### config.mk
export PLATFORM = sky130hd
export DESIGN_NAME = wb_intercon
export DESIGN_NICKNAME = d
export VERILOG_FILES = /design/src/verilog/soc_pkg.sv /design/src/verilog/wb_intercon.sv
export SDC_FILE = /design/constraint.sdc
export NUM_CORES = 1
export LEC_CHECK = 0
export BUFFER_PORTS_ARGS = -buffer_cell sky130_fd_sc_hd__buf_2
export CAP_MARGIN = 30
export CORE_AREA = 2 2 162 164
export CTS_CLUSTER_SIZE = 8
export DETAILED_ROUTE_END_ITERATION = 7
export DIE_AREA = 0 0 164 166
export SLEW_MARGIN = 25
export SYNTH_ARGS = -nofsm -noshare
export SYNTH_HDL_FRONTEND = slang
export SYNTH_SLANG_ARGS = --single-unit
### constraint.sdc
create_clock -name wb_clk_i -period 3.7 [get_ports wb_clk_i]
set_input_delay 0.37 -clock wb_clk_i [delete_from_list [all_inputs] [get_ports wb_clk_i]]
set_output_delay 0.37 -clock wb_clk_i [all_outputs]
set_load 0.05 [all_outputs]
### src/verilog/soc_pkg.sv
`default_nettype none

package soc_pkg;

	//////////////////////////////
	// Wishbone bundles
	//////////////////////////////

	// Master to slave, classic cycle only
	typedef struct packed {
		logic [31:0] adr;
		logic [31:0] dat;
		logic [3:0]  sel;
		logic        we;
		logic        cyc;
		logic        stb;
	} wb_m2s_t;

	// Slave to master
	typedef struct packed {
		logic [31:0] dat;
		logic        ack;
		logic        err;
	} wb_s2m_t;

	//////////////////////////////
	// Enumerations
	//////////////////////////////

	typedef enum logic [1:0] {
		IC_IDLE,
		IC_DBG,
		IC_CPU
	} ic_state_e;

	typedef enum logic [1:0] {
		SLV_RAM,
		SLV_UART,
		SLV_NONE
	} slave_sel_e;

	//////////////////////////////
	// Address map
	//////////////////////////////

	// Main RAM, 256 words
	localparam logic [31:0] RAM_BASE      = 32'h0000_0000;
	localparam int          RAM_ADDR_BITS = 8;
	localparam int          RAM_MASK_BITS = 32 - (RAM_ADDR_BITS + 2);

	// UART, word 0 data/status, word 1 irq enable
	localparam logic [31:0] UART_BASE      = 32'h9000_0000;
	localparam int          UART_MASK_BITS = 29;

	// Serial bit timing
	localparam int                       UART_DIVISOR  = 4;
	localparam int                       UART_DIV_BITS = $clog2(UART_DIVISOR);
	localparam logic [UART_DIV_BITS-1:0] UART_DIV_LAST = UART_DIV_BITS'(UART_DIVISOR - 1);

	// Interrupt vector position
	localparam int IRQ_UART = 2;

endpackage

`default_nettype wire
### src/verilog/wb_intercon.sv
`timescale 1ns/100ps
`default_nettype none

module wb_intercon (
	input  wire                     wb_clk_i,
	input  wire                     rst_n_i,

	// Masters
	input  wire soc_pkg::wb_m2s_t   cpu_m2s_i,
	output soc_pkg::wb_s2m_t        cpu_s2m_o,
	input  wire soc_pkg::wb_m2s_t   dbg_m2s_i,
	output soc_pkg::wb_s2m_t        dbg_s2m_o,

	// Slaves
	output soc_pkg::wb_m2s_t        ram_m2s_o,
	input  wire soc_pkg::wb_s2m_t   ram_s2m_i,
	output soc_pkg::wb_m2s_t        uart_m2s_o,
	input  wire soc_pkg::wb_s2m_t   uart_s2m_i
);

	soc_pkg::ic_state_e  state_q;
	soc_pkg::ic_state_e  state_d;
	soc_pkg::slave_sel_e slv_sel;
	soc_pkg::wb_m2s_t    gnt_m2s;
	soc_pkg::wb_s2m_t    gnt_s2m;
	logic                err_q;

	//////////////////////////////
	// Arbiter
	//////////////////////////////

	// Re-arbitrate once the owner lets go of cyc, debug wins ties
	always_comb begin
		state_d = state_q;
		if (state_q == soc_pkg::IC_IDLE || !gnt_m2s.cyc) begin
			if (dbg_m2s_i.cyc && dbg_m2s_i.stb)
				state_d = soc_pkg::IC_DBG;
			else if (cpu_m2s_i.cyc && cpu_m2s_i.stb)
				state_d = soc_pkg::IC_CPU;
			else
				state_d = soc_pkg::IC_IDLE;
		end
	end

	always_ff @(posedge wb_clk_i or negedge rst_n_i) begin
		if (!rst_n_i)
			state_q <= soc_pkg::IC_IDLE;
		else
			state_q <= state_d;
	end

	// Bundle of whoever holds the grant
	always_comb begin
		case (state_q)
			soc_pkg::IC_DBG: gnt_m2s = dbg_m2s_i;
			soc_pkg::IC_CPU: gnt_m2s = cpu_m2s_i;
			default:         gnt_m2s = '0;
		endcase
	end

	//////////////////////////////
	// Address decoder
	//////////////////////////////

	always_comb begin
		if (gnt_m2s.adr[31 -: soc_pkg::RAM_MASK_BITS] ==
		    soc_pkg::RAM_BASE[31 -: soc_pkg::RAM_MASK_BITS])
			slv_sel = soc_pkg::SLV_RAM;
		else if (gnt_m2s.adr[31 -: soc_pkg::UART_MASK_BITS] ==
		         soc_pkg::UART_BASE[31 -: soc_pkg::UART_MASK_BITS])
			slv_sel = soc_pkg::SLV_UART;
		else
			slv_sel = soc_pkg::SLV_NONE;
	end

	// Only the selected slave sees the cycle
	assign ram_m2s_o  = (slv_sel == soc_pkg::SLV_RAM)  ? gnt_m2s : '0;
	assign uart_m2s_o = (slv_sel == soc_pkg::SLV_UART) ? gnt_m2s : '0;

	// Unmapped access, single cycle error
	always_ff @(posedge wb_clk_i or negedge rst_n_i) begin
		if (!rst_n_i)
			err_q <= 1'b0;
		else
			err_q <= gnt_m2s.cyc && gnt_m2s.stb &&
			         slv_sel == soc_pkg::SLV_NONE && !err_q;
	end

	//////////////////////////////
	// Response routing
	//////////////////////////////

	always_comb begin
		case (slv_sel)
			soc_pkg::SLV_RAM:  gnt_s2m = ram_s2m_i;
			soc_pkg::SLV_UART: gnt_s2m = uart_s2m_i;
			default: begin
				gnt_s2m     = '0;
				gnt_s2m.err = err_q;
			end
		endcase
	end

	assign cpu_s2m_o = (state_q == soc_pkg::IC_CPU) ? gnt_s2m : '0;
	assign dbg_s2m_o = (state_q == soc_pkg::IC_DBG) ? gnt_s2m : '0;

endmodule

`default_nettype wire

==> impl_metrics.env, run 1 <==
export IMPL_status="finished, final reports clean"
export IMPL_grt_max_degree=76
export IMPL_holdCritPathClass="primary input to flip-flop"
export IMPL_fmax_mhz=285.8
export IMPL_fin_cells=1160
export IMPL_ys_flop_type="dfrtp_1"
export IMPL_antenna_found_initial=1
export IMPL_power_density_nw_per_um2=181.5
export IMPL_path_class="flip-flop to output pin"
export IMPL_p_total_uw=900.9
export IMPL_placed_area_sq_um=4873
export IMPL_grt_pass1_vias=4548
export IMPL_worstPathRequired_ns=3.33
export IMPL_final_hold_viol_count=0
export IMPL_synth_top_family_by_area="compound AO/OA/AOI/OAI gates"
export IMPL_finalWirelength_um=16950
export IMPL_post_route_period_util=0.9456
export IMPL_first_pass_iters=5
export IMPL_yosys_mux_area_fraction=0
export IMPL_layout_nets=1040
export IMPL_ant_nets=0
export IMPL_vias_per_cell=4.278
export IMPL_slew_viol_final=0
export IMPL_syn_avg_cell_area_sq_um=5.888
export IMPL_drc=0
export IMPL_cts_root_buf="clkbuf_16"
export IMPL_dp_hpwl_um=13710
export IMPL_synth_compound_area_frac=0.4276
export IMPL_portBuffers=372
export IMPL_core_rowCount=59
export IMPL_dp_cells=1154
export IMPL_place_congestion=0.8235
export IMPL_min_period_ns=3.499
export IMPL_worst_ir_drop_vdd_mv=0.08982
export IMPL_cap_violations=0
export IMPL_rsz0062_at_grt="no"
export IMPL_synth_cell_area_sq_um=2861
export IMPL_worst_setup_path_end_kind="output pin"
export IMPL_hold_ws_ns=0.4310
export IMPL_drt_iter0_drc=264
export IMPL_finalSetupTns_ns=0
export IMPL_yosys_top_cells_area="buf_4 (15%), a22o_1 (13%), nor2_1 (13%)"
export IMPL_post_drt_wl_per_cell_um=14.62
export IMPL_clockBufferDepth=2
export IMPL_yosysMostFrequentCell="nor2_1"
export IMPL_nFillCells=2936
export IMPL_grt_pass1_wl_um=24290
export IMPL_async_flop_share=1.000
export IMPL_start_kind="flip-flop"
export IMPL_die_x_um=164
export IMPL_tightest_slew_ns=0.8369
export IMPL_post_route_cell_area_sq_um=4965
export IMPL_cts_tree="done"
export IMPL_h_tree_depth=1
export IMPL_grt_overflow_total=0
export IMPL_syn2layout_area_growth_pct=73.50
export IMPL_die_area_sq_um=27220
export IMPL_grt_total_usage=0.1119
export IMPL_io_pins=422
export IMPL_crit_arrival_ns=3.13
export IMPL_clk_insertion_delay_late_ns=0.22
export IMPL_yosys_warnings=0
export IMPL_fp_coreArea_sq_um=25620
export IMPL_clock_sinks=3
export IMPL_post_synth_inst_count=486
export IMPL_leakagePower_nw=2.632
export IMPL_fin_skew_ns=0.0007956
export IMPL_cts_made_buffers=3
export IMPL_crit_fanout=75
export IMPL_ys_seq_elements=3
export IMPL_layout_drive_gt1_share=0.4830
export IMPL_synth_xor_area_frac=0
export IMPL_die_y_um=166
export IMPL_setup_viol=0
export IMPL_synth_edf_count=0
export IMPL_synthAdderAreaFrac=0.01312
export IMPL_relSlewSlack=0.4420
export IMPL_cts_setup_buffers=0
export IMPL_ys_seq_area_frac=0.02624
export IMPL_initial_core_util=0.1117
export IMPL_ys_types=44
export IMPL_yosys_area_top_type="buf_4"
export IMPL_path_clk_slew_ns=0.03
export IMPL_synth_top_cells_by_count="nor2_1 (97), nand2_1 (81), o21ai_0 (62)"
export IMPL_via_count=4962
export IMPL_synthSimpleGateAreaFrac=0.3161
export IMPL_synth_top_area_frac=0.1469
-- cell type report --
type                       instances  area, sq um  area share
multi-input combinational        428         2387      0.4808
timing repair buffer             384         1982      0.3992
tap                              335        419.2     0.08443
clock buffer                       4        78.83     0.01588
sequential                         3        75.07     0.01512
inverter                           5        20.02    0.004032
antenna                            1        2.502   0.0005040
-- metal layers --
layer | up-vias | share of wire | GRT usage
met5 | - | 0 | 0
met4 | 0 | 0.031 | 0.03699
met2 | 316 | 0.50 | 0.2165
met1 | 2300 | 0.38 | 0.1223
li1 | 2324 | - | -
met3 | 22 | 0.082 | 0.01623
-- worst paths after layout --
check	start	endpoint	slack, ns	depth (start not counted)
worst min-delay path	dbg_m2s_i[1]	state_q[0]	0.43	3
worst min register to register	state_q[1]	state_q[1]	0.57	2
worst max register to register	state_q[0]	err_q	1.04	8
worst max-delay path	state_q[0]	dbg_s2m_o[13]	0.20	9
min in group asynchronous	rst_n_i	err_q	0.47	2
max in group asynchronous	rst_n_i	state_q[0]	3.12	2
-- cell usage in the layout (no fill, tap or decap), drive strengths merged --
cell type	count
and3	2
nand3b	1
conb	49
o31a	1
a21oi	5
o41ai	2
nand4b	1
clkbuf	4
a22oi	8
nor2	97
nor4	9
nor2b	1
nand3	6
and2	1
a32o	33
nor4b	2
a211o	1
buf	383
nor4bb	1
diode	1
or4b	1
nand2	81
o21ai	70
or4	2
ha	3
inv	4
nor3	1
a22o	42
a21boi	2
clkinv	1
o31ai	1
o211ai	1
nand2b	2
or3	1
or2	1
dlygate4sd3	1
dfrtp	3
-- sequential cells by signal (all words and copies together) (netlist names) --
| name | count |
|---|---|
| err_q | 1 |
| state_q | 2 |
-- critical path: stages (launching register included) --
cell,delay (ns)
dfrtp_1,0.41
inv_1,0.14
ha_2,0.32
nor4bb_1,0.15
and3_1,0.18
o211ai_1,0.30
or2_4,0.19
buf_4,0.62
o21ai_0,0.32
buf_12,0.23
-- per-stage QoR --
stage	setup slack, ns	util
after global routing	0.005415	0.1938
after floorplan	0.4621	-
after global placement	0.4651	0.1903
final	0.2013	0.1938
after detailed placement	0.4179	0.1903
after CTS	0.2153	0.1937
-- logic make-up (layout without fill, tap and decap cells) --
| family | count (synthesis) | in the layout |
|---|---|---|
| AND/OR/NAND/NOR | 210 | 210 |
| AO/OA/AOI/OAI | 166 | 166 |
| buffers and inverters | 103 | 393 |
| adder cells (fa/ha/maj) | 3 | 3 |
| flip-flops | 3 | 3 |
| other | 1 | 50 |
-- power by group --
part | total [mW] | switching (mW) | internal, mW
combinational | 0.692 | 0.499 | 0.193
sequential | 0.0361 | 0.00172 | 0.0344
clock | 0.173 | 0.0303 | 0.142
-- what timing repair did --
| action | in CTS | in global routing |
|---|---|---|
| hold buffers | 1 | 0 |
| resized for setup | 0 | 0 |
| hold endpoints to repair | 3 | 0 |
No activity file was read; power rests on OpenSTA's default activity.
==> run 2, diff against run 1 <==
==> constraint.sdc (replaced) <==
create_clock -name wb_clk_i -period 3.7 [get_ports wb_clk_i]
set_input_delay 0.74 -clock wb_clk_i [delete_from_list [all_inputs] [get_ports wb_clk_i]]
set_output_delay 0.74 -clock wb_clk_i [all_outputs]
set_load 0.05 [all_outputs]
==> impl_metrics.env, run 2 (synthesis results as in run 1) <==
export IMPL_layout_nets=1047
export IMPL_grt_total_usage=0.1050
export IMPL_start_kind="primary input"
export IMPL_cts_tree="done"
export IMPL_crit_fanout=33
export IMPL_h_tree_depth=1
export IMPL_holdCritPathClass="primary input to async pin"
export IMPL_cts_setup_buffers=0
export IMPL_r2r_end="err_q"
export IMPL_cap_violations=0
export IMPL_finalSetupTns_ns=0
export IMPL_largest_register="state_q"
export IMPL_grt_pass1_vias=4365
export IMPL_initial_core_util=0.1117
export IMPL_clock_sinks=3
export IMPL_p_comb_frac=0.774
export IMPL_intPower_uw=383.4
export IMPL_core_rowCount=59
export IMPL_first_pass_iters=5
export IMPL_placed_area_sq_um=4959
export IMPL_die_area_sq_um=27220
export IMPL_via_count=4988
export IMPL_crit_end="dbg_s2m_o[12]"
export IMPL_post_route_period_util=0.9834
export IMPL_layout_commonest_cell="buf_2"
export IMPL_layout_drive_gt1_share=0.4910
export IMPL_r2r_cells=7
export IMPL_top_regs="state_q x2, err_q x1"
export IMPL_cts_made_buffers=3
export IMPL_die_y_um=166
export IMPL_min_period_ns=3.639
export IMPL_grt_max_degree=57
export IMPL_largest_reg_flops=2
export IMPL_relSlewSlack=0.5915
export IMPL_setup_viol=0
export IMPL_path_clk_slew_ns=0.03
export IMPL_final_hold_viol_count=0
export IMPL_fin_skew_ns=0.0004855
export IMPL_finalWirelength_um=16170
export IMPL_hold_ws_ns=0.3103
export IMPL_power_density_nw_per_um2=174.9
export IMPL_path_class="primary input to output pin"
export IMPL_tightest_slew_ns=0.6127
export IMPL_cts_root_buf="clkbuf_16"
export IMPL_crit_arrival_ns=2.90
export IMPL_slew_viol_final=0
export IMPL_fmax_mhz=274.8
export IMPL_post_route_cell_area_sq_um=5197
export IMPL_p_clk_frac=0.186
export IMPL_syn2layout_area_growth_pct=81.64
export IMPL_die_x_um=164
export IMPL_r2r_start="state_q[0]"
export IMPL_post_drt_wl_per_cell_um=13.86
export IMPL_hold_buffers=0
export IMPL_worstPathRequired_ns=2.96
export IMPL_place_congestion=0.8877
export IMPL_worst_setup_path_end_kind="output pin"
export IMPL_drc=0
export IMPL_dp_hpwl_um=13150
export IMPL_seqPwrFrac=0.040
export IMPL_startpoint="cpu_m2s_i[47]"
export IMPL_final_cell_mix="buf_2 (313), nor2_1 (96), nand2_1 (81)"
export IMPL_grt_pass1_wl_um=23270
export IMPL_clockBufferDepth=2
export IMPL_status="finished, final reports clean"
export IMPL_rsz0062_at_grt="yes"
export IMPL_p_sw_frac=0.5783
export IMPL_rrSetupSlack_ns=1.43
export IMPL_grt_overflow_total=0
export IMPL_ant_nets=0
export IMPL_io_pins=422
export IMPL_leakagePower_nw=2.647
export IMPL_drt_iter0_drc=376
export IMPL_p_switching_uw=525.8
export IMPL_fp_coreArea_sq_um=25620
export IMPL_p_total_uw=909.3
export IMPL_portBuffers=372
export IMPL_worst_ir_drop_vdd_mv=0.1418
export IMPL_antenna_found_initial=0
export IMPL_clk_insertion_delay_late_ns=0.22
export IMPL_vias_per_cell=4.274
-- run 2: cell count changes in the layout (fill, tap and decap cells not counted), sizes merged --
cell         change
buf             -25
clkbuf          +33
dlygate4sd3      -1
-- run 2: worst min path at each step --
stage             from          to  slack (ns)  cells past startpoint
2_1_floorplan  rst_n_i       err_q        0.44                      0
3_3_place_gp   rst_n_i       err_q        0.54                      1
3_5_place_dp   rst_n_i  state_q[1]        0.54                      1
4_1_cts        rst_n_i  state_q[1]        0.31                      1
5_1_grt        rst_n_i  state_q[1]        0.31                      1
6_report       rst_n_i  state_q[0]        0.31                      1
-- run 2: power by group through the flow --
stage / registers (mW) / logic (mW) / clock network [mW]
2_1_floorplan: 0.0355 / 0.490 / 0
3_3_place_gp: 0.0364 / 0.682 / 0
3_5_place_dp: 0.0365 / 0.684 / 0
4_1_cts: 0.0361 / 0.686 / 0.173
5_1_grt: 0.0364 / 0.748 / 0.180
6_report: 0.0361 / 0.704 / 0.170
-- run 2: layer usage --
| metal | track usage | share of wire |
|---|---|---|
| met2 | 0.1882 | 0.48 |
| met3 | 0.01199 | 0.087 |
| met1 | 0.1304 | 0.41 |
| met4 | 0.03127 | 0.029 |
| met5 | 0 | 0 |
-- run 2: area by class of cell --
| class | instances | area [sq um] |
|---|---|---|
| fill | 2922 | 20420 |
| inverter | 5 | 20.02 |
| multi-input combinational | 428 | 2396 |
| clock buffer | 4 | 78.83 |
| timing repair buffer | 391 | 2206 |
| sequential | 3 | 75.07 |
| tap | 335 | 419.2 |
| antenna | 1 | 2.502 |
-- run 2: critical path, stage by stage --
cell and delay [ns]:
buf_2 0.11, or4_1 0.53, o41ai_2 0.28, o211ai_1 0.20, or2_4 0.28, buf_4 0.25
o21ai_0 0.24, buf_4 0.23
-- run 2: stage by stage --
stage / cells / setup WS, ns / util
2_1_floorplan: 534 / -0.2780 / -
3_3_place_gp: 1162 / -0.02591 / 0.1936
3_5_place_dp: 1162 / -0.02978 / 0.1936
4_1_cts: 1166 / 0.002429 / 0.1967
5_1_grt: 1166 / -0.07138 / 0.2028
6_report: 1167 / 0.06134 / 0.2029
-- run 2: what timing repair did --
item / 4_1_cts / 5_1_grt
pin swaps: 0 / 1
resized for setup: 1 / 94
endpoints found under the setup margin: 1 / 68
cloned: 0 / 0
