## src/verilog/soc_pkg.sv

```systemverilog
`default_nettype none

package soc_pkg;

	//////////////////////////////
	// Wishbone bundles
	//////////////////////////////

	// Master to slave, classic cycle only
	typedef struct packed {
		logic [31:0] adr;
		logic [31:0] dat;
		logic [3:0]  sel;
		logic        we;
		logic        cyc;
		logic        stb;
	} wb_m2s_t;

	// Slave to master
	typedef struct packed {
		logic [31:0] dat;
		logic        ack;
		logic        err;
	} wb_s2m_t;

	//////////////////////////////
	// Enumerations
	//////////////////////////////

	typedef enum logic [1:0] {
		IC_IDLE,
		IC_DBG,
		IC_CPU
	} ic_state_e;

	typedef enum logic [1:0] {
		SLV_RAM,
		SLV_UART,
		SLV_NONE
	} slave_sel_e;

	//////////////////////////////
	// Address map
	//////////////////////////////

	// Main RAM, 256 words
	localparam logic [31:0] RAM_BASE      = 32'h0000_0000;
	localparam int          RAM_ADDR_BITS = 8;
	localparam int          RAM_MASK_BITS = 32 - (RAM_ADDR_BITS + 2);

	// UART, word 0 data/status, word 1 irq enable
	localparam logic [31:0] UART_BASE      = 32'h9000_0000;
	localparam int          UART_MASK_BITS = 29;

	// Serial bit timing
	localparam int                       UART_DIVISOR  = 4;
	localparam int                       UART_DIV_BITS = $clog2(UART_DIVISOR);
	localparam logic [UART_DIV_BITS-1:0] UART_DIV_LAST = UART_DIV_BITS'(UART_DIVISOR - 1);

	// Interrupt vector position
	localparam int IRQ_UART = 2;

endpackage

`default_nettype wire
```

## src/verilog/wb_uart_tx.sv

```systemverilog
`timescale 1ns/100ps
`default_nettype none

module wb_uart_tx (
	input  wire                     wb_clk_i,
	input  wire                     rst_n_i,
	input  wire soc_pkg::wb_m2s_t   wb_m2s_i,
	output soc_pkg::wb_s2m_t        wb_s2m_o,
	output logic                    tx_o,
	output logic                    irq_o
);

	logic                              ack_q;
	logic                              start_q;
	logic                              busy_q;
	logic                              ier_q;
	logic [7:0]                        tx_byte_q;
	logic [9:0]                        shift_q;
	logic [3:0]                        bit_cnt_q;
	logic [soc_pkg::UART_DIV_BITS-1:0] div_cnt_q;
	logic [31:0]                       rdat_q;
	logic                              busy;
	logic                              req;
	logic                              word1;
	logic                              accept;
	logic                              data_wr;

	//////////////////////////////
	// Bus side
	//////////////////////////////

	// Busy from the accepting edge, not only once the frame runs
	assign busy  = busy_q | start_q;
	assign req   = wb_m2s_i.cyc & wb_m2s_i.stb & ~ack_q;
	assign word1 = wb_m2s_i.adr[2];

	// Data write stalls until the shifter is free
	assign accept  = req & ~(wb_m2s_i.we & ~word1 & busy);
	assign data_wr = accept & wb_m2s_i.we & ~word1 & wb_m2s_i.sel[0];

	always_ff @(posedge wb_clk_i or negedge rst_n_i) begin
		if (!rst_n_i) begin
			ack_q   <= 1'b0;
			start_q <= 1'b0;
			ier_q   <= 1'b0;
		end else begin
			ack_q   <= accept;
			start_q <= data_wr;
			if (accept && wb_m2s_i.we && word1 && wb_m2s_i.sel[0])
				ier_q <= wb_m2s_i.dat[0];
		end
	end

	always_ff @(posedge wb_clk_i) begin
		if (data_wr)
			tx_byte_q <= wb_m2s_i.dat[7:0];
		if (accept)
			rdat_q <= word1 ? {31'b0, ier_q} : {31'b0, busy};
	end

	always_comb begin
		wb_s2m_o.dat = rdat_q;
		wb_s2m_o.ack = ack_q;
		wb_s2m_o.err = 1'b0;
	end

	//////////////////////////////
	// Serial shifter
	//////////////////////////////

	// Frame is start, 8 data bits LSB first, stop
	always_ff @(posedge wb_clk_i or negedge rst_n_i) begin
		if (!rst_n_i) begin
			shift_q   <= '1;
			busy_q    <= 1'b0;
			bit_cnt_q <= '0;
			div_cnt_q <= '0;
		end else if (start_q) begin
			shift_q   <= {1'b1, tx_byte_q, 1'b0};
			busy_q    <= 1'b1;
			bit_cnt_q <= '0;
			div_cnt_q <= '0;
		end else if (busy_q) begin
			if (div_cnt_q == soc_pkg::UART_DIV_LAST) begin
				div_cnt_q <= '0;
				shift_q   <= {1'b1, shift_q[9:1]};
				bit_cnt_q <= bit_cnt_q + 4'd1;
				// Stop bit done
				if (bit_cnt_q == 4'd9)
					busy_q <= 1'b0;
			end else begin
				div_cnt_q <= div_cnt_q + 1'b1;
			end
		end
	end

	// Line idles high since ones shift in
	assign tx_o  = shift_q[0];
	assign irq_o = ier_q & ~busy;

endmodule

`default_nettype wire

```

## config.mk

```make
export PLATFORM = sky130hd
export DESIGN_NAME = wb_uart_tx
export DESIGN_NICKNAME = d
export VERILOG_FILES = /design/src/verilog/soc_pkg.sv /design/src/verilog/wb_uart_tx.sv
export SDC_FILE = /design/constraint.sdc
export NUM_CORES = 1
export LEC_CHECK = 0
export BUFFER_PORTS_ARGS = -buffer_cell sky130_fd_sc_hd__buf_2
export CAP_MARGIN = 20
export CORE_MARGIN = 3
export CORE_UTILIZATION = 25
export DETAILED_ROUTE_END_ITERATION = 7
export HOLD_SLACK_MARGIN = 0.1
export PLACE_DENSITY = 0.53
export SETUP_SLACK_MARGIN = 0.4
export SLEW_MARGIN = 10
export SYNTH_ARGS = -nofsm -noshare
export SYNTH_HDL_FRONTEND = slang
export SYNTH_SLANG_ARGS = --single-unit
```

## constraint.sdc

```tcl
create_clock -name wb_clk_i -period 3.96 [get_ports wb_clk_i]
set_input_delay 0.792 -clock wb_clk_i [delete_from_list [all_inputs] [get_ports wb_clk_i]]
set_output_delay 0.792 -clock wb_clk_i [all_outputs]
set_load 0.03 [all_outputs]
```

==> metrics.log, run 1 <==
[metrics] met2 layer usage reported by global route: 10.10%
[metrics] Worst path top cell family by delay: flip-flops
[metrics] unrepaired setup endpoints after global routing: false
[metrics] top post-synthesis cells by count: sky130_fd_sc_hd__buf_4 (35), sky130_fd_sc_hd__nand2_1 (11), sky130_fd_sc_hd__dfrtp_1 (10)
[metrics] maximum resistive drop on vdd: 0.2695 mV
[metrics] cell count after synthesis: 132
[metrics] buffer cell driving the clock tree root: sky130_fd_sc_hd__clkbuf_8
[metrics] Final Total Pwr: 967.6 uW
[metrics] Worst Max-Slew Pin Slew: 794.2 ps
[metrics] Max stage delay cell, worst path: sky130_fd_sc_hd__dfrtp_1
[metrics] worst path required time: 3170 ps
[metrics] Buf+Inv Stages, Crit Path: 1
[metrics] setup violators final: 0
[metrics] pre-CTS worst setup slack: 1954 ps
[metrics] startpoint kind of the worst setup timing path: flop
[metrics] DRC viols: 0
[metrics] layout cell share with drive strength beyond 1: 22.45%
[metrics] CTS tree: built
[metrics] most frequent cell after synthesis: sky130_fd_sc_hd__buf_4
[metrics] final worst-path cycle share: 57.40%
[metrics] # Post-CTS Setup Buffers: 0
[metrics] mean cell area of the mapped netlist: 10.87 sq um
[metrics] vertical die dimension: 81.77 um
[metrics] final hold violation count: 0
[metrics] clock period minus worst slack: 2273 ps
[metrics] cells resized by post-CTS repair: 0
[metrics] leakage: 0.0007103 uW
[metrics] average via count per standard cell: 3.747
[metrics] category of the critical setup timing path: reg2out
[metrics] final std cell area, no fill: 1528 sq um
[metrics] top-area cell type share of the netlist area: 18.83%
[metrics] relative area change from synthesis to final layout: 6.452%
[metrics] leading register cell type out of synthesis: sky130_fd_sc_hd__dfrtp_1
[metrics] worst hold-check path type: in2async
[metrics] total CTS buffers: 3
[metrics] Post-CTS Hold Fix Bufs: 0
[metrics] GR Layer Usage met1: 8.169%
[metrics] first-pass GRT wire length: 3.312 mm
[metrics] maximum buffer depth of the clock tree: 2
[metrics] Worst-Skew Late Latency: 270 ps
[metrics] first element of the critical path: start_q
[metrics] cell types with the largest area share after synthesis: sky130_fd_sc_hd__edfxtp_1 (19%), sky130_fd_sc_hd__buf_4 (18%), sky130_fd_sc_hd__dfrtp_1 (17%), sky130_fd_sc_hd__dfstp_2 (16%), sky130_fd_sc_hd__mux2i_1 (6.3%)
[metrics] sequence of cells on the critical path: nor3_1 -> buf_2
[metrics] number of register bits inferred by synthesis: 28
[metrics] number of nets at the end of the flow: 224
[metrics] initial antenna violation count: 0
[metrics] stage delay of the slowest cell on the critical path: 870 ps
[metrics] Sink Count: 28
[metrics] Warnings, synthesis: 0
[metrics] residual overflow from global routing: 0
[metrics] detailed router's first-iteration violation count: 20
[metrics] Final Hold Slack: 447.5 ps
[metrics] post-CTS clock slew at the launch and capture registers of the worst setup and hold paths: 90 ps
[metrics] Setup TNS: 0 ps
[metrics] Core Area: 5335 sq um
[metrics] outcome: finished clean
[metrics] Critical Path AT: 1480 ps
[metrics] die area: 6686 sq um
[metrics] number of vias after detailed routing: 813
[metrics] Synth async-reset ratio: 67.86%
[metrics] max-cap viol count: 0
[metrics] maximum achievable frequency: 0.4399 GHz
[metrics] Die X-Extent: 81.77 um
[metrics] post-synthesis cell area: 1435 sq um
[metrics] Detailed Place HPWL: 1.420 mm
[metrics] routing layer with the top usage in global route: met2
[metrics] register area share after synthesis: 52.75%
[metrics] count of port buffers added during placement: 18
[metrics] Placed Area: 1456 sq um
[metrics] M3 GR Usage: 1.425%
[metrics] Worst Clk Skew: 3.688 ps
[metrics] Wirelength per Cell: 8.857 um
[metrics] critical path fanouts, max: 28
[metrics] H-tree level count: 1
[metrics] GR Util All Layers: 6.427%
[metrics] final setup slack of the worst path: 1687 ps
[metrics] Boundary Pins: 109
[metrics] slew margin rel.: 47.05%
[metrics] count of standard-cell rows: 26
[metrics] last weighted congestion value of the routability-driven placer: 0.6265
[metrics] Max Transition Viols Final: 0
[metrics] Total Routed Length: 1.922 mm
[metrics] Worst Setup End Kind: output port
[metrics] number of enable flip-flop cells after synthesis: 9
[metrics] effective utilization at floorplan: 26.90%
[metrics] pin count of the biggest net entering global routing: 29
[metrics] number of nets with antenna violations after detailed routing: 0
[metrics] post-synthesis cell type count: 26
[metrics] first drt pass iteration count: 4
[metrics] startpoint of the most critical register-to-register path: div_cnt_q[0]
[metrics] power density relative to cell area: 633.4 nW/um^2
[metrics] via count of the first global-routing pass: 755
[metrics] top cell type by total area after synthesis: sky130_fd_sc_hd__edfxtp_1
[metrics] number of antenna repair diodes: 0
==> metrics by stage <==
| step | util (%) | cells |
|---|---|---|
| 2_1_floorplan | - | 163 |
| 3_3_place_gp | 27.30 | 213 |
| 3_5_place_dp | 27.30 | 213 |
| 4_1_cts | 28.64 | 217 |
| 5_1_grt | 28.64 | 217 |
| 6_report | 28.64 | 217 |
==> sequential cells by signal, summed over array words and instances (netlist names) <==
register,count
ack_q,1
bit_cnt_q,4
busy_q,1
div_cnt_q,2
ier_q,1
rdat_q,1
shift_q,9
start_q,1
tx_byte_q,8
==> layout make-up <==
type	instances	area, sq um
fillers	586	3807
flip-flops and latches	28	757.0
multi-input cells	94	506.7
repair buffers	19	97.59
well taps	70	87.58
clock buffers	3	41.29
clock inverters	1	30.03
inverters	2	7.507
==> cells by family after synthesis <==
logic type	Yosys count	synth area share, %
AOI/OAI and AO/OA	16	6.015
xor gates and xnor gates	2	1.221
adders and majority gates	3	2.616
buffers and inverters	41	20.05
DFF	28	52.75
muxes	10	7.062
other	1	0.2613
and+or+nand+nor	31	10.03
==> routing by layer <==
metal / wire [um] / up-vias
met5: 0 / -
met2: 884 / 39
met3: 156 / 5
li1: - / 405
met4: 39 / 0
met1: 842 / 364
==> power by group <==
group	internal [uW]	switching, uW	leakage (uW)
combinational	107	162	0.000375
sequential	413	67.7	0.000300
clock	135	82.4	0.0000357
==> path summary, 6_finish.rpt <==
kind,to,slack [ps],cells after the start
setup / recovery,irq_o,1690,2
hold / removal,bit_cnt_q[3],450,1
setup reg to reg,bit_cnt_q[3],2320,4
hold reg to reg,shift_q[7],470,2
max in group asynchronous,shift_q[2],3190,1
min in group wb_clk_i,shift_q[7],470,2
==> cells in the final DEF, fill, tap and decap left out <==
master	count
sky130_fd_sc_hd__conb_1	32
sky130_fd_sc_hd__buf_2	18
sky130_fd_sc_hd__nand2_1	11
sky130_fd_sc_hd__dfrtp_1	10
sky130_fd_sc_hd__mux2i_1	9
sky130_fd_sc_hd__o21ai_1	9
sky130_fd_sc_hd__edfxtp_1	9
sky130_fd_sc_hd__dfstp_2	9
sky130_fd_sc_hd__nor2_1	8
sky130_fd_sc_hd__a21oi_1	5
sky130_fd_sc_hd__nor3_1	3
sky130_fd_sc_hd__nand3_1	3
sky130_fd_sc_hd__ha_1	3
sky130_fd_sc_hd__clkbuf_8	3
sky130_fd_sc_hd__inv_1	2
sky130_fd_sc_hd__nand4b_1	2
sky130_fd_sc_hd__xor2_1	2
sky130_fd_sc_hd__nand2b_1	1
sky130_fd_sc_hd__nor4_1	1
sky130_fd_sc_hd__a21o_1	1
sky130_fd_sc_hd__nand2_2	1
sky130_fd_sc_hd__mux2_1	1
sky130_fd_sc_hd__or3_1	1
sky130_fd_sc_hd__a311oi_1	1
sky130_fd_sc_hd__bufinv_16	1
sky130_fd_sc_hd__buf_4	1
Power figures use the tool's default switching activity.
==> run 2, diff against run 1 <==
- PLACE_DENSITY: 0.53 -> 0.55
- clock period: 3.96 -> 1.9 ns (I/O delays scaled with it)
==> run 2 against run 1 <==
  * Highest routed layer unchanged
  * Clock skew decreased by 2.3 ps
  * Register-to-register slack got worse by 1800 ps
  * Flip-flop and latch count unchanged
  * Sequential power increased by 100%
  * Global-route usage increased by 0.42 points
  * Final cell count increased by 3.7%
  * Final area increased by 5.5%
  * Worst hold slack got worse by 170 ps
==> metrics.log, run 2 (synthesis gave the netlist of run 1 again) <==
[metrics] Max stage delay cell, worst path: sky130_fd_sc_hd__dfrtp_2 (was sky130_fd_sc_hd__dfrtp_1)
[metrics] total CTS buffers: 3 (unchanged)
[metrics] final hold violation count: 0 (unchanged)
[metrics] number of antenna repair diodes: 0 (unchanged)
[metrics] maximum buffer depth of the clock tree: 2 (unchanged)
[metrics] Critical Path AT: 1090 ps (was 1480 ps)
[metrics] number of nets at the end of the flow: 232 (was 224)
[metrics] Max Transition Viols Final: 0 (unchanged)
[metrics] startpoint kind of the worst setup timing path: flop (unchanged)
[metrics] DRC viols: 0 (unchanged)
[metrics] final worst-path cycle share: 77.25%
[metrics] Worst-Skew Late Latency: 270 ps (about the same)
[metrics] Total Routed Length: 2.113 mm (was 1.922 mm)
[metrics] effective utilization at floorplan: 26.90% (unchanged)
[metrics] setup violators final: 0 (unchanged)
[metrics] vertical die dimension: 81.77 um (unchanged)
[metrics] first-pass GRT wire length: 3.532 mm (was 3.312 mm)
[metrics] sequence of cells on the critical path: buf_6 -> nor3_4 -> buf_6 (was nor3_1 -> buf_2)
[metrics] first drt pass iteration count: 2 (was 4)
[metrics] Wirelength per Cell: 9.391 um (was 8.857 um)
[metrics] count of standard-cell rows: 26 (unchanged)
[metrics] footprint of the flip-flops and latches: 759.5 sq um (was 757.0 sq um)
[metrics] Detailed Place HPWL: 1.506 mm (was 1.420 mm)
[metrics] residual overflow from global routing: 0 (unchanged)
[metrics] commonest cells after routing, fill and taps aside: sky130_fd_sc_hd__conb_1 (32), sky130_fd_sc_hd__buf_2 (17), sky130_fd_sc_hd__nand2_1 (11) (was sky130_fd_sc_hd__conb_1 (32), sky130_fd_sc_hd__buf_2 (18), sky130_fd_sc_hd__nand2_1 (11))
[metrics] combined area of the multi-input logic cells: 538.0 sq um (was 506.7 sq um)
[metrics] H-tree level count: 1 (unchanged)
[metrics] detailed router's first-iteration violation count: 9 (was 20)
[metrics] Final Hold Slack: 282.1 ps (was 447.5 ps)
[metrics] Worst Setup End Kind: output port (unchanged)
[metrics] via count of the first global-routing pass: 805 (was 755)
[metrics] outcome: finished clean (unchanged)
[metrics] maximum achievable frequency: 0.6814 GHz
[metrics] post-CTS clock slew at the launch and capture registers of the worst setup and hold paths: 90 ps (about the same)
[metrics] worst hold-check path type: in2reg (was in2async)
[metrics] Setup TNS: 0 ps (unchanged)
[metrics] max-cap viol count: 0 (unchanged)
[metrics] worst path required time: 1520 ps (was 3170 ps)
[metrics] Die X-Extent: 81.77 um (unchanged)
[metrics] most flop-heavy register: shift_q (unchanged)
[metrics] Worst path top cell family by delay: flip-flops (unchanged)
[metrics] GR Util All Layers: 6.846% (was 6.427%)
[metrics] number of fillers in the final layout: 560 (was 586)
[metrics] number of nets with antenna violations after detailed routing: 0 (unchanged)
[metrics] stage delay of the slowest cell on the critical path: 420 ps (was 870 ps)
[metrics] category of the critical setup timing path: reg2out (unchanged)
[metrics] critical path fanouts, max: 2 (was 28)
[metrics] leakage: 0.0007414 uW (was 0.0007103 uW)
[metrics] Core Area: 5335 sq um (unchanged)
[metrics] CTS tree: built (unchanged)
[metrics] pin count of the biggest net entering global routing: 25 (was 29)
[metrics] number of flip-flops under the largest register name: 9 (unchanged)
[metrics] Worst Clk Skew: 1.414 ps (was 3.688 ps)
[metrics] Worst path most repeated cell: sky130_fd_sc_hd__buf_6
[metrics] number of vias after detailed routing: 860 (was 813)
[metrics] unrepaired setup endpoints after global routing: true (was false)
[metrics] largest registers ranked by flip-flop count: shift_q (9), tx_byte_q (8), bit_cnt_q (4) (unchanged)
[metrics] Sink Count: 28 (unchanged)
[metrics] count of port buffers added during placement: 18 (unchanged)
[metrics] die area: 6686 sq um (unchanged)
[metrics] buffer cell driving the clock tree root: sky130_fd_sc_hd__clkbuf_8 (unchanged)
[metrics] Buf+Inv Stages, Crit Path: 2 (was 1)
[metrics] Boundary Pins: 109 (unchanged)
[metrics] clock period minus worst slack: 1468 ps
[metrics] power density relative to cell area: 1234 nW/um^2 (was 633.4 nW/um^2)
[metrics] maximum resistive drop on vdd: 0.6931 mV (was 0.2695 mV)
[metrics] average via count per standard cell: 3.822 (was 3.747)
[metrics] relative area change from synthesis to final layout: 12.29% (was 6.452%)
[metrics] last weighted congestion value of the routability-driven placer: 0.6453 (was 0.6265)
[metrics] initial antenna violation count: 0 (unchanged)
[metrics] layout cell share with drive strength beyond 1: 28.39% (was 22.45%)
[metrics] most common library cell in the layout ignoring fill and taps: sky130_fd_sc_hd__conb_1 (unchanged)
-- run 2: timing repair --
| item | 4_1_cts | 5_1_grt |
|---|---|---|
| hold buffers | 1 | 0 |
| endpoints found under the hold margin | 10 | 0 |
| setup buffers | 3 | 0 |
| resized for setup | 5 | 2 |
| setup endpoints to repair | 1 | 10 |
| pin swaps | 1 | 0 |
-- run 2: power breakdown --
group          leakage, uW  internal (uW)  switching (uW)
Clock            0.0000231            145             167
Sequential        0.000297            863             106
Combinational     0.000421            297             411
-- run 2: worst register-to-register path, stage by stage (launching register included) --
cell and delay [ps]:
sky130_fd_sc_hd__dfrtp_2 420, sky130_fd_sc_hd__buf_6 130, sky130_fd_sc_hd__buf_4 160, sky130_fd_sc_hd__nor4_4 260
sky130_fd_sc_hd__buf_6 180
-- run 2: layout make-up --
type                    instances  area share [%]
flip-flops and latches         28           47.13
multi-input cells              94           33.39
repair buffers                 27           10.79
well taps                      70           5.435
clock buffers                   3           2.562
inverters                       2          0.4658
clock inverters                 1          0.2329
-- run 2: worst paths after layout --
path,from,endpoint,slack [ps],cells after the start
min in group asynchronous,rst_n_i,ier_q,580,2
max,busy_q,irq_o,430,3
min reg2reg,tx_byte_q[5],shift_q[6],470,2
max reg2reg,busy_q,tx_byte_q[2],480,4
min,wb_m2s_i[8],tx_byte_q[1],280,1
max in group asynchronous,rst_n_i,shift_q[3],980,2
-- run 2: per-stage QoR --
stage	cell area, sq um	worst slack (ps)	util [%]	power, uW	std cells
after floorplan	1578	429.6	-	1551	163
after global placement	1513	468.6	28.35	1627	217
after detailed placement	1513	468.8	28.35	1644	217
after CTS	1603	416.6	30.04	2014	225
after global routing	1612	377.1	30.21	2155	225
final	1612	432.3	30.21	1989	225
-- run 2: routing by layer --
metal,vias up,track usage [%],part of all wire (%)
li1,424,-,-
met1,393,7.776,41
met2,38,12.04,51
met3,5,1.316,6.7
met4,0,3.654,2.0
met5,-,0,0
==> run 3, diff against run 2 <==
- PLACE_DENSITY: 0.55 -> 0.53
- clock period: 1.9 -> 1.4 ns (I/O delays scaled with it)
==> run 3 against run 2 <==
  * Die area unchanged
  * Clock power grew 100%
  * Sequential share of layout area down 6.8 points
  * Flip-flop and latch count unchanged
  * Critical endpoint unchanged
==> metrics.log, run 3 (synthesis gave the netlist of run 1 again) <==
[metrics] outcome: finished clean (unchanged)
[metrics] unrepaired setup endpoints after global routing: true (unchanged)
[metrics] startpoint of the most critical register-to-register path: ack_q (was busy_q)
[metrics] worst r2r path cells: 3 (was 4)
[metrics] R2R Path End: tx_byte_q[2] (unchanged)
[metrics] average via count per standard cell: 3.756 (was 3.822)
[metrics] critical path fanouts, max: 5 (was 2)
[metrics] die area: 6686 sq um (unchanged)
[metrics] buffer cell driving the clock tree root: sky130_fd_sc_hd__clkbuf_8 (unchanged)
[metrics] Seq pwr share: 39.6% (was 48.7%)
[metrics] category of the critical setup timing path: reg2out (unchanged)
[metrics] residual overflow from global routing: 0 (unchanged)
[metrics] count of standard-cell rows: 26 (unchanged)
[metrics] met2 wirelength from detailed routing: 1.105 mm (was 1.072 mm)
[metrics] maximum resistive drop on vdd: 1.021 mV (was 0.6931 mV)
[metrics] highest metal layer with signal wires: met4 (unchanged)
[metrics] last weighted congestion value of the routability-driven placer: 0.6414 (was 0.6453)
[metrics] H-tree level count: 1 (unchanged)
[metrics] Int Power: 2320 uW (was 1305 uW)
[metrics] final instance count without filler cells: 238 (was 225)
[metrics] final std cell area, no fill: 1879 sq um (was 1612 sq um)
[metrics] Worst Hold Path EP: tx_byte_q[4] (was tx_byte_q[1])
[metrics] number of flip-flops under the largest register name: 9 (unchanged)
[metrics] total CTS buffers: 3 (unchanged)
[metrics] layout cell share with drive strength beyond 1: 41.07% (was 28.39%)
[metrics] number of cells on the worst hold path: 1 (unchanged)
[metrics] maximum buffer depth of the clock tree: 2 (unchanged)
[metrics] leakage: 0.0008540 uW (was 0.0007414 uW)
[metrics] count of port buffers added during placement: 18 (unchanged)
[metrics] number of antenna repair diodes: 0 (unchanged)
[metrics] startpoint kind of the worst setup timing path: flop (unchanged)
[metrics] final worst-path cycle share: 96.06%
[metrics] vertical die dimension: 81.77 um (unchanged)
[metrics] number of vias after detailed routing: 894 (was 860)
[metrics] Total Routed Length: 2.311 mm (was 2.113 mm)
[metrics] pre-CTS worst setup slack: 56.44 ps (was 468.8 ps)
[metrics] relative area change from synthesis to final layout: 30.95% (was 12.29%)
[metrics] GR Util All Layers: 6.988% (was 6.846%)
[metrics] clock period minus worst slack: 1345 ps
[metrics] first drt pass iteration count: 4 (was 2)
[metrics] commonest cells after routing, fill and taps aside: sky130_fd_sc_hd__conb_1 (32), sky130_fd_sc_hd__buf_2 (14), sky130_fd_sc_hd__buf_6 (13) (was sky130_fd_sc_hd__conb_1 (32), sky130_fd_sc_hd__buf_2 (17), sky130_fd_sc_hd__nand2_1 (11))
[metrics] largest registers ranked by flip-flop count: shift_q (9), tx_byte_q (8), bit_cnt_q (4) (unchanged)
[metrics] effective utilization at floorplan: 26.90% (unchanged)
[metrics] final setup slack of the worst path: 55.17 ps (was 432.3 ps)
[metrics] Sink Count: 28 (unchanged)
[metrics] Die X-Extent: 81.77 um (unchanged)
[metrics] Final Total Pwr: 3454 uW (was 1989 uW)
[metrics] most common library cell in the layout ignoring fill and taps: sky130_fd_sc_hd__conb_1 (unchanged)
[metrics] DRC viols: 0 (unchanged)
[metrics] number of nets with antenna violations after detailed routing: 0 (unchanged)
[metrics] Max Transition Viols Final: 0 (unchanged)
[metrics] Worst Setup End Kind: output port (unchanged)
[metrics] Boundary Pins: 109 (unchanged)
[metrics] worst hold-check path type: in2reg (unchanged)
[metrics] Worst Clk Skew: 3.330 ps (was 1.414 ps)
[metrics] wl on met1: 1.023 mm (was 857 um)
[metrics] Critical Path AT: 1060 ps (was 1090 ps)
[metrics] Wirelength per Cell: 9.710 um (was 9.391 um)
[metrics] FF-to-FF setup slack: 80 ps (was 480 ps)
[metrics] pin count of the biggest net entering global routing: 25 (unchanged)
[metrics] worst min-delay path startpoint: wb_m2s_i[11] (was wb_m2s_i[8])
[metrics] post-CTS clock slew at the launch and capture registers of the worst setup and hold paths: 90 ps (about the same)
[metrics] worst path required time: 1120 ps (was 1520 ps)
[metrics] Detailed Place HPWL: 1.515 mm (was 1.506 mm)
[metrics] Core Area: 5335 sq um (unchanged)
[metrics] power density relative to cell area: 1838 nW/um^2 (was 1234 nW/um^2)
[metrics] sw frac: 32.83% (was 34.38%)
[metrics] met3 routed wirelength: 172 um (was 141 um)
[metrics] max-cap viol count: 0 (unchanged)
[metrics] sw power: 1134 uW (was 683.8 uW)
[metrics] Placed Area: 1528 sq um (was 1513 sq um)
[metrics] most flop-heavy register: shift_q (unchanged)
[metrics] clock power share: 18.2% (was 15.6%)
[metrics] first-pass GRT wire length: 3.670 mm (was 3.532 mm)
[metrics] Setup TNS: 0 ps (unchanged)
[metrics] via count of the first global-routing pass: 830 (was 805)
[metrics] Logic pwr share: 42.2% (was 35.6%)
[metrics] initial antenna violation count: 0 (unchanged)
[metrics] Worst-Skew Late Latency: 270 ps (about the same)
[metrics] Inst Count DP: 218 (was 217)
[metrics] setup violators final: 0 (unchanged)
[metrics] final hold violation count: 0 (unchanged)
[metrics] detailed router's first-iteration violation count: 20 (was 9)
[metrics] CTS tree: built (unchanged)
[metrics] number of nets at the end of the flow: 245 (was 232)
[metrics] maximum achievable frequency: 0.7436 GHz
run 3: cell count changes in the layout (fill, tap and decap cells not counted), sizes merged:
cell | previous run | this run
buf | 26 | 39
clkinv | 1 | 0
bufinv | 0 | 1
run 3: metal layers:
| layer | up-vias | track usage [%] |
|---|---|---|
| met2 | 39 | 11.55 |
| met3 | 2 | 1.974 |
| li1 | 448 | - |
| met4 | 0 | 0.9967 |
| met5 | - | 0 |
| met1 | 405 | 9.290 |
run 3: worst max-delay path by stage:
stage / slack [ps] / to / depth (start not counted) / startpoint
finish: 60 / irq_o / 2 / start_q
global route: -20 / tx_byte_q[2] / 3 / ack_q
CTS: 50 / irq_o / 2 / busy_q
detailed placement: 60 / tx_byte_q[4] / 3 / ack_q
global placement: 50 / tx_byte_q[2] / 3 / ack_q
floorplan: 20 / tx_byte_q[0] / 2 / busy_q
run 3: what timing repair did:
item / 4_1_cts / 5_1_grt
hold endpoints to repair: 10 / 0
hold buffers: 1 / 0
resized for setup: 17 / 19
setup buffers: 6 / 8
gates cloned: 1 / 0
pin swaps: 2 / 14
endpoints found under the setup margin: 32 / 33
run 3: worst max-delay path: stages, from the launching register on:
cell and delay [ps]:
sky130_fd_sc_hd__dfrtp_1 490, sky130_fd_sc_hd__nor3_4 160, sky130_fd_sc_hd__buf_6 150
run 3: power groups by stage:
stage / sequential [uW] / clock (uW) / combinational, uW
after floorplan: 1340 / 0 / 811
after global placement: 1370 / 0 / 871
after detailed placement: 1370 / 0 / 889
after CTS: 1350 / 645 / 1190
after global routing: 1410 / 665 / 1600
final: 1370 / 629 / 1460
run 3: stage by stage:
step                      hold WS [ps]  util [%]
after floorplan                 -15.59         -
after global placement           251.0     28.64
after detailed placement         249.2     28.64
after CTS                        169.1     32.83
after global routing             167.7     35.23
final                            174.8     35.23
run 3: area by class of cell:
type	count	area [sq um]
fill	539	3456
sequential	28	758.2
multi-input combinational	94	610.6
timing repair buffer	40	344.1
tap	70	87.58
clock buffer	3	41.29
clock inverter	1	30.03
inverter	2	7.507
